==> src/source/ccu_pkg.sv <==
////////////////////////////////////////
// Shared widths and types of the CCU data path
// Consumer enum for snoop data streams
////////////////////////////////////////

`default_nettype none

package ccu_pkg;

    ////////////////////////////////////////
    // Snoop data consumers
    ////////////////////////////////////////

    typedef enum logic {
        MEMORY_UNIT = 1'b0,
        SNOOP_UNIT  = 1'b1
    } cd_user_e;

    ////////////////////////////////////////
    // Address and cache line geometry
    ////////////////////////////////////////

    localparam int unsigned AddrWidth = 32;

    // 64-byte lines
    localparam int unsigned LineOffset = 6;

    localparam int unsigned LineIdxWidth = 10;

    typedef logic [LineIdxWidth-1:0] line_idx_t;

    ////////////////////////////////////////
    // Snoop data beats
    ////////////////////////////////////////

    localparam int unsigned CdDataWidth = 64;

    typedef logic [CdDataWidth-1:0] cd_data_t;

endpackage

`default_nettype wire

==> src/source/cd_order_if.sv <==
////////////////////////////////////////
// Head entry of the snoop data ordering queue
////////////////////////////////////////

`timescale 1ns/10ps
`default_nettype none

interface cd_order_if #(
    parameter int unsigned NumMst = 4
);

    localparam int unsigned MstIdxWidth = (NumMst > 1) ? $clog2(NumMst) : 1;

    logic                   head_valid;
    ccu_pkg::cd_user_e      head_user;
    logic [MstIdxWidth-1:0] head_first;
    logic [NumMst-1:0]      head_avail;
    // Pops the head
    logic                   retire;

    modport producer (
        output head_valid, head_user, head_first, head_avail,
        input  retire
    );

    modport consumer (
        input  head_valid, head_user, head_first, head_avail,
        output retire
    );

endinterface

`default_nettype wire

==> src/source/ccu_data_path.sv <==
////////////////////////////////////////
// CCU data path top
// Snoop data ordering plus write and read collision tables
////////////////////////////////////////

`timescale 1ns/10ps
`default_nettype none

module ccu_data_path #(
    parameter int unsigned NumMst        = 4,
    parameter int unsigned CdQueueDepth  = 4,
    parameter int unsigned TableCapacity = 6,
    parameter int unsigned IdWidth       = 4,
    localparam int unsigned MstIdxWidth  = (NumMst > 1) ? $clog2(NumMst) : 1
) (
    input  wire logic                                      clk_i,
    input  wire logic                                      rst_ni,
    // Ordering entry push
    input  wire logic                                      cd_push_i,
    input  wire ccu_pkg::cd_user_e                         cd_user_i,
    input  wire logic [MstIdxWidth-1:0]                    cd_first_i,
    input  wire logic [NumMst-1:0]                         cd_avail_i,
    output logic                                           cd_stall_o,
    // Snoop data from the masters
    input  wire logic [NumMst-1:0]                         cd_valid_i,
    input  wire logic [NumMst-1:0]                         cd_last_i,
    input  wire ccu_pkg::cd_data_t [NumMst-1:0]            cd_data_i,
    output logic [NumMst-1:0]                              cd_ready_o,
    // Consumers
    input  wire logic                                      mu_full_i,
    input  wire logic                                      su_full_i,
    output logic                                           mu_valid_o,
    output logic                                           mu_last_o,
    output logic                                           su_valid_o,
    output logic                                           su_last_o,
    output ccu_pkg::cd_data_t                              cd_data_o,
    // Write table
    input  wire logic                                      wr_issue_i,
    input  wire logic [IdWidth-1:0]                        wr_id_i,
    input  wire logic [ccu_pkg::AddrWidth-1:0]             wr_addr_i,
    output logic                                           wr_full_o,
    input  wire logic                                      wr_done_i,
    input  wire logic [IdWidth-1:0]                        wr_done_id_i,
    // Read table
    input  wire logic                                      rd_issue_i,
    input  wire logic [IdWidth-1:0]                        rd_id_i,
    input  wire logic [ccu_pkg::AddrWidth-1:0]             rd_addr_i,
    output logic                                           rd_full_o,
    input  wire logic                                      rd_done_i,
    input  wire logic [IdWidth-1:0]                        rd_done_id_i,
    // Collision lookup
    input  wire logic [NumMst-1:0]                         lookup_req_i,
    input  wire logic [NumMst-1:0][ccu_pkg::AddrWidth-1:0] lookup_addr_i,
    output logic [NumMst-1:0]                              lookup_hit_o
);

    logic [NumMst-1:0] wr_hit;
    logic [NumMst-1:0] rd_hit;

    cd_order_if #(.NumMst(NumMst)) ord_if ();

    ////////////////////////////////////////
    // Snoop data ordering
    ////////////////////////////////////////

    cd_order_queue #(
        .NumMst       (NumMst),
        .CdQueueDepth (CdQueueDepth)
    ) cd_order_queue_inst (
        .clk_i   (clk_i),
        .rst_ni  (rst_ni),
        .push_i  (cd_push_i),
        .user_i  (cd_user_i),
        .first_i (cd_first_i),
        .avail_i (cd_avail_i),
        .full_o  (cd_stall_o),
        .ord     (ord_if.producer)
    );

    cd_beat_collector #(
        .NumMst (NumMst)
    ) cd_beat_collector_inst (
        .clk_i      (clk_i),
        .rst_ni     (rst_ni),
        .ord        (ord_if.consumer),
        .cd_valid_i (cd_valid_i),
        .cd_last_i  (cd_last_i),
        .cd_data_i  (cd_data_i),
        .cd_ready_o (cd_ready_o),
        .mu_full_i  (mu_full_i),
        .su_full_i  (su_full_i),
        .mu_valid_o (mu_valid_o),
        .mu_last_o  (mu_last_o),
        .su_valid_o (su_valid_o),
        .su_last_o  (su_last_o),
        .cd_data_o  (cd_data_o)
    );

    ////////////////////////////////////////
    // Collision check
    ////////////////////////////////////////

    inflight_table #(
        .TableCapacity (TableCapacity),
        .IdWidth       (IdWidth),
        .NumMst        (NumMst)
    ) wr_table_inst (
        .clk_i         (clk_i),
        .rst_ni        (rst_ni),
        .issue_i       (wr_issue_i),
        .issue_id_i    (wr_id_i),
        .issue_addr_i  (wr_addr_i),
        .full_o        (wr_full_o),
        .done_i        (wr_done_i),
        .done_id_i     (wr_done_id_i),
        .lookup_req_i  (lookup_req_i),
        .lookup_addr_i (lookup_addr_i),
        .hit_o         (wr_hit)
    );

    inflight_table #(
        .TableCapacity (TableCapacity),
        .IdWidth       (IdWidth),
        .NumMst        (NumMst)
    ) rd_table_inst (
        .clk_i         (clk_i),
        .rst_ni        (rst_ni),
        .issue_i       (rd_issue_i),
        .issue_id_i    (rd_id_i),
        .issue_addr_i  (rd_addr_i),
        .full_o        (rd_full_o),
        .done_i        (rd_done_i),
        .done_id_i     (rd_done_id_i),
        .lookup_req_i  (lookup_req_i),
        .lookup_addr_i (lookup_addr_i),
        .hit_o         (rd_hit)
    );

    // A line in flight in either direction collides
    assign lookup_hit_o = wr_hit | rd_hit;

endmodule

`default_nettype wire

==> src/source/cd_beat_collector.sv <==
////////////////////////////////////////
// Snoop data beat collector
// Per-master last tracking, ready and routing to MU or SU
////////////////////////////////////////

`timescale 1ns/10ps
`default_nettype none

module cd_beat_collector #(
    parameter int unsigned NumMst = 4
) (
    input  wire logic                           clk_i,
    input  wire logic                           rst_ni,
    cd_order_if.consumer                        ord,
    // Snoop data from the masters
    input  wire logic [NumMst-1:0]              cd_valid_i,
    input  wire logic [NumMst-1:0]              cd_last_i,
    input  wire ccu_pkg::cd_data_t [NumMst-1:0] cd_data_i,
    output logic [NumMst-1:0]                   cd_ready_o,
    // Consumers
    input  wire logic                           mu_full_i,
    input  wire logic                           su_full_i,
    output logic                                mu_valid_o,
    output logic                                mu_last_o,
    output logic                                su_valid_o,
    output logic                                su_last_o,
    output ccu_pkg::cd_data_t                   cd_data_o
);

    logic [NumMst-1:0] last_q;
    logic [NumMst-1:0] accept;
    logic              cons_full;
    logic              first_accept;
    logic              first_last;

    // Back-pressure from the consumer named in the head
    assign cons_full = (ord.head_user == ccu_pkg::SNOOP_UNIT) ? su_full_i : mu_full_i;

    ////////////////////////////////////////
    // Ready generation
    ////////////////////////////////////////

    for (genvar i = 0; i < NumMst; i++) begin : gen_ready
        logic is_first;

        assign is_first = (int'(ord.head_first) == i);

        // Only the first responder waits for the consumer
        assign cd_ready_o[i] = ord.head_valid && ord.head_avail[i] && !last_q[i]
                               && !(is_first && cons_full);
    end

    assign accept = cd_valid_i & cd_ready_o;

    ////////////////////////////////////////
    // Forwarding
    ////////////////////////////////////////

    assign first_accept = accept[ord.head_first];
    assign first_last   = cd_last_i[ord.head_first];

    assign mu_valid_o = first_accept && (ord.head_user == ccu_pkg::MEMORY_UNIT);
    assign su_valid_o = first_accept && (ord.head_user == ccu_pkg::SNOOP_UNIT);
    assign mu_last_o  = mu_valid_o && first_last;
    assign su_last_o  = su_valid_o && first_last;

    // Data bus shared by both consumers
    assign cd_data_o = cd_data_i[ord.head_first];

    ////////////////////////////////////////
    // Last tracking and retire
    ////////////////////////////////////////

    // Zero mask retires as soon as it reaches the head
    assign ord.retire = ord.head_valid && (last_q == ord.head_avail);

    always_ff @(posedge clk_i or negedge rst_ni) begin
        if (!rst_ni) begin
            last_q <= '0;
        end else if (ord.retire) begin
            last_q <= '0;
        end else begin
            last_q <= last_q | (accept & cd_last_i);
        end
    end

    assert property (@(posedge clk_i) disable iff (!rst_ni) !(mu_valid_o && su_valid_o))
        else $error("both consumers see a snoop data beat");

endmodule

`default_nettype wire

==> src/source/cd_order_queue.sv <==
////////////////////////////////////////
// Fall-through FIFO of snoop data ordering entries
////////////////////////////////////////

`timescale 1ns/10ps
`default_nettype none

module cd_order_queue #(
    parameter int unsigned NumMst       = 4,
    parameter int unsigned CdQueueDepth = 4,
    localparam int unsigned MstIdxWidth = (NumMst > 1) ? $clog2(NumMst) : 1
) (
    input  wire logic                   clk_i,
    input  wire logic                   rst_ni,
    input  wire logic                   push_i,
    input  wire ccu_pkg::cd_user_e      user_i,
    input  wire logic [MstIdxWidth-1:0] first_i,
    input  wire logic [NumMst-1:0]      avail_i,
    output logic                        full_o,
    cd_order_if.producer                ord
);

    localparam int unsigned PtrWidth = (CdQueueDepth > 1) ? $clog2(CdQueueDepth) : 1;
    localparam int unsigned CntWidth = $clog2(CdQueueDepth + 1);

    typedef logic [PtrWidth-1:0] ptr_t;

    ptr_t                   rd_ptr_q;
    ptr_t                   wr_ptr_q;
    logic [CntWidth-1:0]    count_q;
    ccu_pkg::cd_user_e      user_q  [CdQueueDepth];
    logic [MstIdxWidth-1:0] first_q [CdQueueDepth];
    logic [NumMst-1:0]      avail_q [CdQueueDepth];
    logic                   empty;
    logic                   do_push;
    logic                   do_pop;
    logic                   bypass;
    logic                   wr_en;
    logic                   rd_en;

    function automatic ptr_t ptr_next(input ptr_t ptr);
        if (ptr == ptr_t'(CdQueueDepth - 1)) begin
            return '0;
        end
        return ptr + 1'b1;
    endfunction

    assign empty   = (count_q == '0);
    assign full_o  = (count_q == CntWidth'(CdQueueDepth));
    assign do_push = push_i && !full_o;
    assign do_pop  = ord.retire && ord.head_valid;
    // Entry pushed and retired in the same cycle never gets stored
    assign bypass  = empty && do_push && do_pop;
    assign wr_en   = do_push && !bypass;
    assign rd_en   = do_pop && !bypass;

    // Head falls through from the inputs while empty
    assign ord.head_valid = !empty || do_push;
    assign ord.head_user  = empty ? user_i  : user_q[rd_ptr_q];
    assign ord.head_first = empty ? first_i : first_q[rd_ptr_q];
    assign ord.head_avail = empty ? avail_i : avail_q[rd_ptr_q];

    always_ff @(posedge clk_i or negedge rst_ni) begin
        if (!rst_ni) begin
            rd_ptr_q <= '0;
            wr_ptr_q <= '0;
            count_q  <= '0;
        end else begin
            if (wr_en) begin
                wr_ptr_q <= ptr_next(wr_ptr_q);
            end
            if (rd_en) begin
                rd_ptr_q <= ptr_next(rd_ptr_q);
            end
            count_q <= count_q + CntWidth'(wr_en) - CntWidth'(rd_en);
        end
    end

    always_ff @(posedge clk_i) begin
        if (wr_en) begin
            user_q[wr_ptr_q]  <= user_i;
            first_q[wr_ptr_q] <= first_i;
            avail_q[wr_ptr_q] <= avail_i;
        end
    end

    ////////////////////////////////////////
    // Assertions
    ////////////////////////////////////////

    // Collector may only retire an entry that exists
    assert property (@(posedge clk_i) disable iff (!rst_ni) ord.retire |-> ord.head_valid)
        else $error("retire pulsed while ordering queue is empty");

    assert property (@(posedge clk_i) disable iff (!rst_ni) push_i |-> !full_o)
        else $error("push dropped while ordering queue is stalled");

endmodule

`default_nettype wire

==> src/source/inflight_table.sv <==
////////////////////////////////////////
// ID-tagged table of in-flight line indices
// Per-master lookup ports for the collision check
////////////////////////////////////////

`timescale 1ns/10ps
`default_nettype none

module inflight_table #(
    parameter int unsigned TableCapacity = 6,
    parameter int unsigned IdWidth       = 4,
    parameter int unsigned NumMst        = 4
) (
    input  wire logic                                      clk_i,
    input  wire logic                                      rst_ni,
    // Insert
    input  wire logic                                      issue_i,
    input  wire logic [IdWidth-1:0]                        issue_id_i,
    input  wire logic [ccu_pkg::AddrWidth-1:0]             issue_addr_i,
    output logic                                           full_o,
    // Remove
    input  wire logic                                      done_i,
    input  wire logic [IdWidth-1:0]                        done_id_i,
    // Lookup
    input  wire logic [NumMst-1:0]                         lookup_req_i,
    input  wire logic [NumMst-1:0][ccu_pkg::AddrWidth-1:0] lookup_addr_i,
    output logic [NumMst-1:0]                              hit_o
);

    logic [TableCapacity-1:0] valid_q;
    logic [IdWidth-1:0]       id_q  [TableCapacity];
    ccu_pkg::line_idx_t       idx_q [TableCapacity];
    ccu_pkg::line_idx_t       issue_idx;
    logic [TableCapacity-1:0] ins_sel;
    logic [TableCapacity-1:0] rem_sel;
    logic                     ins_found;
    logic                     rem_found;

    assign issue_idx = issue_addr_i[ccu_pkg::LineOffset +: ccu_pkg::LineIdxWidth];
    assign full_o    = &valid_q;

    // Lowest free slot for insert, lowest matching ID for remove
    always_comb begin
        ins_sel   = '0;
        rem_sel   = '0;
        ins_found = 1'b0;
        rem_found = 1'b0;
        for (int e = 0; e < TableCapacity; e++) begin
            if (!valid_q[e] && !ins_found) begin
                ins_sel[e] = 1'b1;
                ins_found  = 1'b1;
            end
            if (valid_q[e] && (id_q[e] == done_id_i) && !rem_found) begin
                rem_sel[e] = 1'b1;
                rem_found  = 1'b1;
            end
        end
    end

    always_ff @(posedge clk_i or negedge rst_ni) begin
        if (!rst_ni) begin
            valid_q <= '0;
        end else begin
            valid_q <= (valid_q | (issue_i ? ins_sel : '0)) & ~(done_i ? rem_sel : '0);
        end
    end

    always_ff @(posedge clk_i) begin
        for (int e = 0; e < TableCapacity; e++) begin
            if (issue_i && ins_sel[e]) begin
                id_q[e]  <= issue_id_i;
                idx_q[e] <= issue_idx;
            end
        end
    end

    ////////////////////////////////////////
    // Lookup compare
    ////////////////////////////////////////

    for (genvar p = 0; p < NumMst; p++) begin : gen_lookup
        ccu_pkg::line_idx_t       lookup_idx;
        logic [TableCapacity-1:0] match;

        assign lookup_idx = lookup_addr_i[p][ccu_pkg::LineOffset +: ccu_pkg::LineIdxWidth];

        for (genvar e = 0; e < TableCapacity; e++) begin : gen_cmp
            assign match[e] = valid_q[e] && (idx_q[e] == lookup_idx);
        end

        assign hit_o[p] = lookup_req_i[p] && |match;
    end

    // Completion must belong to a transaction in flight
    assert property (@(posedge clk_i) disable iff (!rst_ni) done_i |-> rem_found)
        else $error("done for ID %0h not present in table", done_id_i);

endmodule

`default_nettype wire

==> config.mk <==
export PLATFORM = sky130hd
export DESIGN_NAME = ccu_data_path
export DESIGN_NICKNAME = d
export VERILOG_FILES = /design/src/source/ccu_pkg.sv /design/src/source/cd_order_if.sv /design/src/source/ccu_data_path.sv /design/src/source/cd_beat_collector.sv /design/src/source/cd_order_queue.sv /design/src/source/inflight_table.sv
export SDC_FILE = /design/constraint.sdc
export NUM_CORES = 1
export LEC_CHECK = 0
export BUFFER_PORTS_ARGS = -buffer_cell sky130_fd_sc_hd__buf_2
export CAP_MARGIN = 40
export CORE_AREA = 2 2 219 221
export DETAILED_ROUTE_END_ITERATION = 8
export DIE_AREA = 0 0 221 223
export MAX_ROUTING_LAYER = met4
export PLACE_DENSITY = 0.66
export SYNTH_ARGS = -nofsm -noshare
export SYNTH_HDL_FRONTEND = slang
export SYNTH_SLANG_ARGS = --single-unit
==> constraint.sdc <==
create_clock -name clk_i -period 2.9 [get_ports clk_i]
set_clock_uncertainty 0.05 [all_clocks]
set_input_delay 0.58 -clock clk_i [delete_from_list [all_inputs] [get_ports clk_i]]
set_output_delay 0.58 -clock clk_i [all_outputs]
set_load 0.02 [all_outputs]
# ---- After elaboration in Yosys (flattened, before gate mapping)
# Memories as Yosys holds them, arrays and structs flattened.
# Cells that the tools add are included.
# W data, S select, Z words.
dict set report totals {
  ff_bits 23
  memories 7
  latch_bits 0
  rom_bits 0
  ramBits 196
  input_bits 492
  out_inout_bits 79
  word_cells 444
}
# name words word_bits read_ports rd_ports_with_merged_regs write_ports line
set memory_table {}
lappend memory_table {rd_table_inst.idx_q 6 10 6 0 1 inflight_table.sv:32} ;# ccu_pkg::line_idx_t idx_q [TableCapacity];
lappend memory_table {wr_table_inst.idx_q 6 10 6 0 1 inflight_table.sv:32}
lappend memory_table {rd_table_inst.id_q 6 4 6 0 1 inflight_table.sv:31} ;# logic [IdWidth-1:0] id_q [TableCapacity];
lappend memory_table {wr_table_inst.id_q 6 4 6 0 1 inflight_table.sv:31}
lappend memory_table {cd_order_queue_inst.avail_q 4 4 1 0 1 cd_order_queue.sv:33} ;# logic [NumMst-1:0] avail_q [CdQueueDepth];
lappend memory_table {cd_order_queue_inst.first_q 4 2 1 0 1 cd_order_queue.sv:32} ;# logic [MstIdxWidth-1:0] first_q [CdQueueDepth];
lappend memory_table {{1 more memories} n/a n/a n/a n/a n/a n/a}
dict set report classes {
  bitwise 11
  multipliers 0
  div 0
  addsub 4
  shift 0
  order_cmp 1
  eq_ne 67
  reduce_logical 199
  muxes 149
}
# op n
set op_table {}
lappend op_table {{$eq A10 B10 Y1} 48}
lappend op_table {{$bmux W64 S2} 1}
lappend op_table {{$logic_and A1 B1 Y1} 127}
lappend op_table {{$mux W10} 10}
lappend op_table {{$reduce_or A10 Y1} 10}
lappend op_table {{$mux W1} 94}
lappend op_table {{$mux W64} 1}
lappend op_table {{$mux W3} 20}
lappend op_table {{$eq A4 B4 Y1} 13}
lappend op_table {{$mux W4} 12}
lappend op_table {{$reduce_or A6 Y1} 8}
lappend op_table {{$reduce_or A4 Y1} 10}
lappend op_table {{$logic_not A1 Y1} 39}
lappend op_table {{$mux W6} 4}
lappend op_table {{$and A6 B6 Y6} 2}
lappend op_table {{$not A6 Y6} 2}
lappend op_table {{$or A6 B6 Y6} 2}
lappend op_table {{$reduce_and A6 Y1} 2}
lappend op_table {{$mux W2} 5}
lappend op_table {{$and A4 B4 Y4} 2}
lappend op_table {{$eq A2 B2 Y1 const B} 4}
lappend op_table {{$or A4 B4 Y4} 2}
lappend op_table {{$add A2 B1 Y2 const B} 2}
lappend op_table {{$bmux W1 S2} 2}
lappend op_table {{9 further kinds} 9}

# ---- Longest topological paths before layout
dict set report depth {
  ltp_word 21
  depth_mapped 13
  mapped_depth_nobuf 12
}

# ---- Cells and area by module
# From an unflattened synthesis, not the netlist that was laid out.
dict set report unflattened {
  cells_unflattened 1329
  hier_area_um2 15975.3
}
# mod area_per_inst_um2 cells_each n_inst seq_area_each_um2
set by_module_without_submodules {}
lappend by_module_without_submodules {inflight_table 6212.2 552 2 2672.6}
lappend by_module_without_submodules {cd_beat_collector 1974.4 138 1 100.1}
lappend by_module_without_submodules {cd_order_queue 1551.5 83 1 1016.0}
lappend by_module_without_submodules {ccu_data_path 25.0 4 1 0.0}

# ---- Worst setup path before layout
# OpenSTA, ideal clock, no wires.
dict set report synth_timing {
  path_type {reg-to-reg}
  start {reg cd_order_queue_inst.rd_ptr_q[0]}
  end {reg cd_order_queue_inst.count_q[2]}
  required_time_ps 2727
  setup_ps 123
  n_path_buf 1
  arrival_time_ps 2946
  slack_ps -219
  synth_period_minus_slack_ps 3119
  stages_incl_launch_ff 14
  path_cell_list {dfrtp_1 buf_6 mux4_2 xnor2_2 a21oi_1 nor4_4 o21ai_2 inv_1 ha_1 inv_1 ha_1 fa_1 xnor2_1 xnor2_1}
}
dict set report synth_between {
  word_cells_on_any_way 11
  classes_between {add/sub: 2; eq/ne: 1; mux: 1; reduce/logical: 6; memory: 1}
}
# item line
set synth_lines {}
lappend synth_lines {{start, declared} cd_order_queue.sv:28} ;# ptr_t rd_ptr_q;
lappend synth_lines {{start signal, assigned} cd_order_queue.sv:73} ;# rd_ptr_q <= ptr_next(rd_ptr_q);
lappend synth_lines {{$mem_v2 Z4 W4 (*)} n/a}
lappend synth_lines {{$mux W4 (*)} cd_order_queue.sv:61} ;# assign ord.head_avail = empty ? avail_i : avail_q[rd_ptr_q];
lappend synth_lines {{$eq A4 B4 Y1 (*)} cd_beat_collector.sv:75} ;# assign ord.retire = ord.head_valid && (last_q == ord.head_avail);
lappend synth_lines {{$logic_and A1 B1 Y1 (*)} cd_beat_collector.sv:75}
lappend synth_lines {{$logic_and A1 B1 Y1 (*)} cd_order_queue.sv:51} ;# assign do_pop = ord.retire && ord.head_valid;
lappend synth_lines {{$logic_and A1 B1 Y1} cd_order_queue.sv:53} ;# assign bypass = empty && do_push && do_pop;
lappend synth_lines {{$logic_not A1 Y1} cd_order_queue.sv:55} ;# assign rd_en = do_pop && !bypass;
lappend synth_lines {{$logic_and A1 B1 Y1 (*)} cd_order_queue.sv:55}
lappend synth_lines {{net cd_order_queue_inst.rd_en} cd_order_queue.sv:39} ;# logic rd_en;
lappend synth_lines {{$sub A3 B1 Y3 (*)} cd_order_queue.sv:75} ;# count_q <= count_q + CntWidth'(wr_en) - CntWidth'(rd_en);
lappend synth_lines {{end signal, assigned} cd_order_queue.sv:75}
lappend synth_lines {{end, declared} cd_order_queue.sv:30} ;# logic [CntWidth-1:0] count_q;
# The timed path passes the listed nets; every way through them passes the cells marked *.
# A chain may end at the register's enable or synchronous reset.

# ---- Worst setup path after layout
dict set report layout_timing {
  start {reg cd_order_queue_inst.rd_ptr_q[0]}
  end {out cd_data_o[34]}
}
dict set report layout_between {
  elab_chain_cells 4
}
# item line
set layout_lines {}
lappend layout_lines {{$mem_v2 Z4 W2} n/a}
lappend layout_lines {{$mux W2} cd_order_queue.sv:60} ;# assign ord.head_first = empty ? first_i : first_q[rd_ptr_q];
lappend layout_lines {{$bmux W64 S2} cd_beat_collector.sv:68} ;# assign cd_data_o = cd_data_i[ord.head_first];
lappend layout_lines {{$mux W64 (implied by the code)} cd_beat_collector.sv:68}
lappend layout_lines {{end, declared} ccu_data_path.sv:36} ;# output ccu_pkg::cd_data_t cd_data_o,
# Every way passes these cells. The select of a mux whose other input is x is not followed.

==> results.json <==
{
  "outcome": "finished with violations",
  "violations": "setup timing",
  "vdd_ir_drop_max_v": 0.000976,
  "hold_violations": 0,
  "htree_levels": 1,
  "yosysTopAreaCellShare_pct": 36.9,
  "cp_max_fo": 6,
  "setup_viol_count_final": 108,
  "place_hpwl_um": 60600,
  "grt_usage_pct": 30.8,
  "dpl_cell_area_um2": 21100,
  "syn_area_um2": 15900,
  "synthArstFlopShare_pct": 10.5,
  "drt_iter0_drc": 1462,
  "hp-class": "in -> async",
  "core_region_area_um2": 47100,
  "die-area_um2": 49300,
  "synthFlopType": "edfxtp_1",
  "final_net_count": 2776,
  "crit_path_cell_trace": "buf_12 -> mux4_2 -> buf_6 -> mux2i_4 -> buf_12 -> buf_12 -> buf_12 -> buf_16 -> nand2_2 -> a31oi_4 -> buf_6",
  "slowest_stage": "mux4_2",
  "syn_nets": 2091,
  "syn_to_final_growth_pct": 56.8,
  "worstPathRequired_ps": 2270,
  "antenna_left": 0,
  "endpoint_kind": "primary output",
  "place.port_buffers": 438,
  "rsz0062_at_grt": "true",
  "rr_startpoint": "cd_order_queue_inst.rd_ptr_q[0]",
  "grt_max_degree": 33,
  "cts_made_buffers": 22,
  "fmax_mhz": 276,
  "place.gp.congestion": 1.04,
  "ys_ff_latch": 219,
  "antenna_found_initial": 6,
  "yosysSeqAreaShare_pct": 40.5,
  "r2r_slack_ps": -320,
  "cp_common_cell": "buf_12",
  "synth_area_leader_cell": "edfxtp_1",
  "clk_latency_ps": 550,
  "clk_pin_slew_worst_paths_ps": 70,
  "clkSinkCount": 219,
  "cts_tree": "done",
  "vias": 16000,
  "maxCapViolCount": 0,
  "synth_edf_count": 196,
  "syn_inst": 1591,
  "max_slew.worst_pin.slew_ps": 706,
  "grt_pass1_vias": 15800,
  "slew_viol_final": 0,
  "setup.worst_path.class": "reg -> out",
  "placementRows": 80,
  "fin_tns_setup_ps": -47920,
  "io_pins": 571,
  "drt-pass1-iter-count": 5,
  "leakagePower_nw": 9.54,
  "drive_gt1_share_pct": 47.4,
  "cp.arrival_ps": 2990,
  "die_w_um": 221,
  "fin_area_um2": 25000,
  "avgSynthCellArea_um2": 10.0,
  "grt_pass1_wl_um": 109000,
  "synth.area.top_cells": "edfxtp_1 37%, xnor2_1 19%, xor2_1 10%",
  "start_util_pct": 33.8,
  "worstRegToRegCells": 16,
  "post_drt_wl_per_cell_um": 27.3,
  "r2r_end": "cd_order_queue_inst.count_q[2]",
  "via_per_inst": 5.49,
  "totalWireLength_um": 79500,
  "period_share_pct": 125,
  "slew_headroom_pct": 52.9,
  "cpPeakStageDelay_ps": 560,
  "gr-total-overflow": 0,
  "drc_errors": 0,
  "clock_path_buffers": 3,
  "die_h_um": 223,
  "synth.distinct_cells": 52,
  "timing.final.crit_period_ps": 3620,
  "worst_slack_ps": -725,
  "cp-startpoint": "cd_order_queue_inst.rd_ptr_q[0]",
  "root_buffer": "clkbuf_16",
  "start_kind": "register",
  "synth_warnings": 0,
  "power.density_nw_per_um2": 938
}
state kept, by name (all words and copies together) (netlist names):
register	count
cd_beat_collector_inst.last_q	4
wr_table_inst.id_q	24
cd_order_queue_inst.avail_q	16
wr_table_inst.valid_q	6
cd_order_queue_inst.first_q	8
cd_order_queue_inst.count_q	3
cd_order_queue_inst.rd_ptr_q	2
rd_table_inst.idx_q	60
rd_table_inst.id_q	24
rd_table_inst.valid_q	6
wr_table_inst.idx_q	60
cd_order_queue_inst.wr_ptr_q	2
cd_order_queue_inst.user_q	4
through the flow:
stage	instances	utilization, %	total power (W)	worst slack [ps]	hold slack, ps
final	2912	53.0	0.0235	-725	20.9
after global routing	2910	53.0	0.0242	-771	72.2
after CTS	2843	49.2	0.0199	-713	46.4
after detailed placement	2736	44.8	0.0152	-235	531
after global placement	2736	44.8	0.0152	-225	496
after floorplan	1591	-	0.00999	-159	234
cells in the mapped netlist, types with 5 or more instances:
| master | instances |
|---|---|
| clkbuf_1 | 62 |
| nand3_1 | 21 |
| a31oi_1 | 69 |
| and2_0 | 37 |
| xor2_1 | 186 |
| dfrtp_1 | 23 |
| nor4_1 | 51 |
| nor3_1 | 19 |
| mux2i_1 | 5 |
| and3_1 | 6 |
| edfxtp_1 | 196 |
| o22ai_1 | 20 |
| ha_1 | 7 |
| nand4_1 | 98 |
| and2_1 | 33 |
| nor2_1 | 26 |
| inv_1 | 16 |
| xnor2_1 | 347 |
| nand2_1 | 150 |
| buf_1 | 62 |
| buf_2 | 16 |
| nor2b_1 | 10 |
| a211oi_1 | 64 |
| a21oi_1 | 17 |
cells in the final DEF (no fill, tap or decap), drive strengths merged, types with 39 or more instances in the layout:
cell type	synthesis	layout
xnor2	348	348
buf	79	792
nand2	150	150
nor4	52	52
clkbuf	63	39
edfxtp	196	196
a31oi	69	69
xor2	186	186
a211oi	65	65
and2	71	71
nand4	98	98
critical path, delay by kind of cell (launching register included):
kind	cells	cell delay, ps
AND/OR/NAND/NOR	1	140
buffers and inverters	7	980
multiplexers	2	720
flip-flops	1	390
AO/OA/AOI/OAI	1	210
worst max path at each step:
stage	slack, ps	depth (start not counted)	to
after floorplan	-160	13	cd_order_queue_inst.count_q[2]
after global placement	-230	9	cd_data_o[62]
after detailed placement	-230	9	cd_data_o[62]
after CTS	-710	9	cd_data_o[61]
after global routing	-770	11	cd_data_o[63]
final	-720	11	cd_data_o[34]
cell type report:
cell class / count / area [µm²]
Multi-Input combinational cell: 1215 / 10500
Tap cell: 615 / 769
Timing Repair Buffer: 802 / 6470
Clock inverter: 11 / 85.1
Inverter: 16 / 60.1
Fill cell: 4146 / 22200
Clock buffer: 29 / 627
Antenna cell: 5 / 12.5
Sequential cell: 219 / 6460
metal layers:
layer	vias to the layer above	GRT usage, %	wire (µm)
li1	7002	-	-
met1	7863	35.5	29500
met2	883	53.4	39100
met3	231	4.07	5850
met4	0	14.1	5100
met5	-	-	0
where the power goes:
group          internal, W  switching, W
clock              0.00155       0.00132
sequential         0.00369      0.000185
combinational      0.00792       0.00879
cell families after synthesis:
family                     count (synthesis)  synth area share (%)
DFF                                      219                  40.5
AOI/OAI and AO/OA                        192                  8.26
xor gates and xnor gates                 534                  29.4
adders and majority gates                  8                 0.675
and+or+nand+nor                          460                  15.2
muxes                                     20                  2.10
buffers and inverters                    158                  3.90
repair_timing:
| item | in CTS | in global routing |
|---|---|---|
| endpoints found under the setup margin | 105 | 110 |
| pin swaps | 58 | 80 |
| gates cloned | 3 | 12 |
| resized for setup | 198 | 247 |
| hold buffers | 0 | 0 |
| setup buffers | 66 | 54 |
Note: power is estimated with default switching activity, not from simulation.
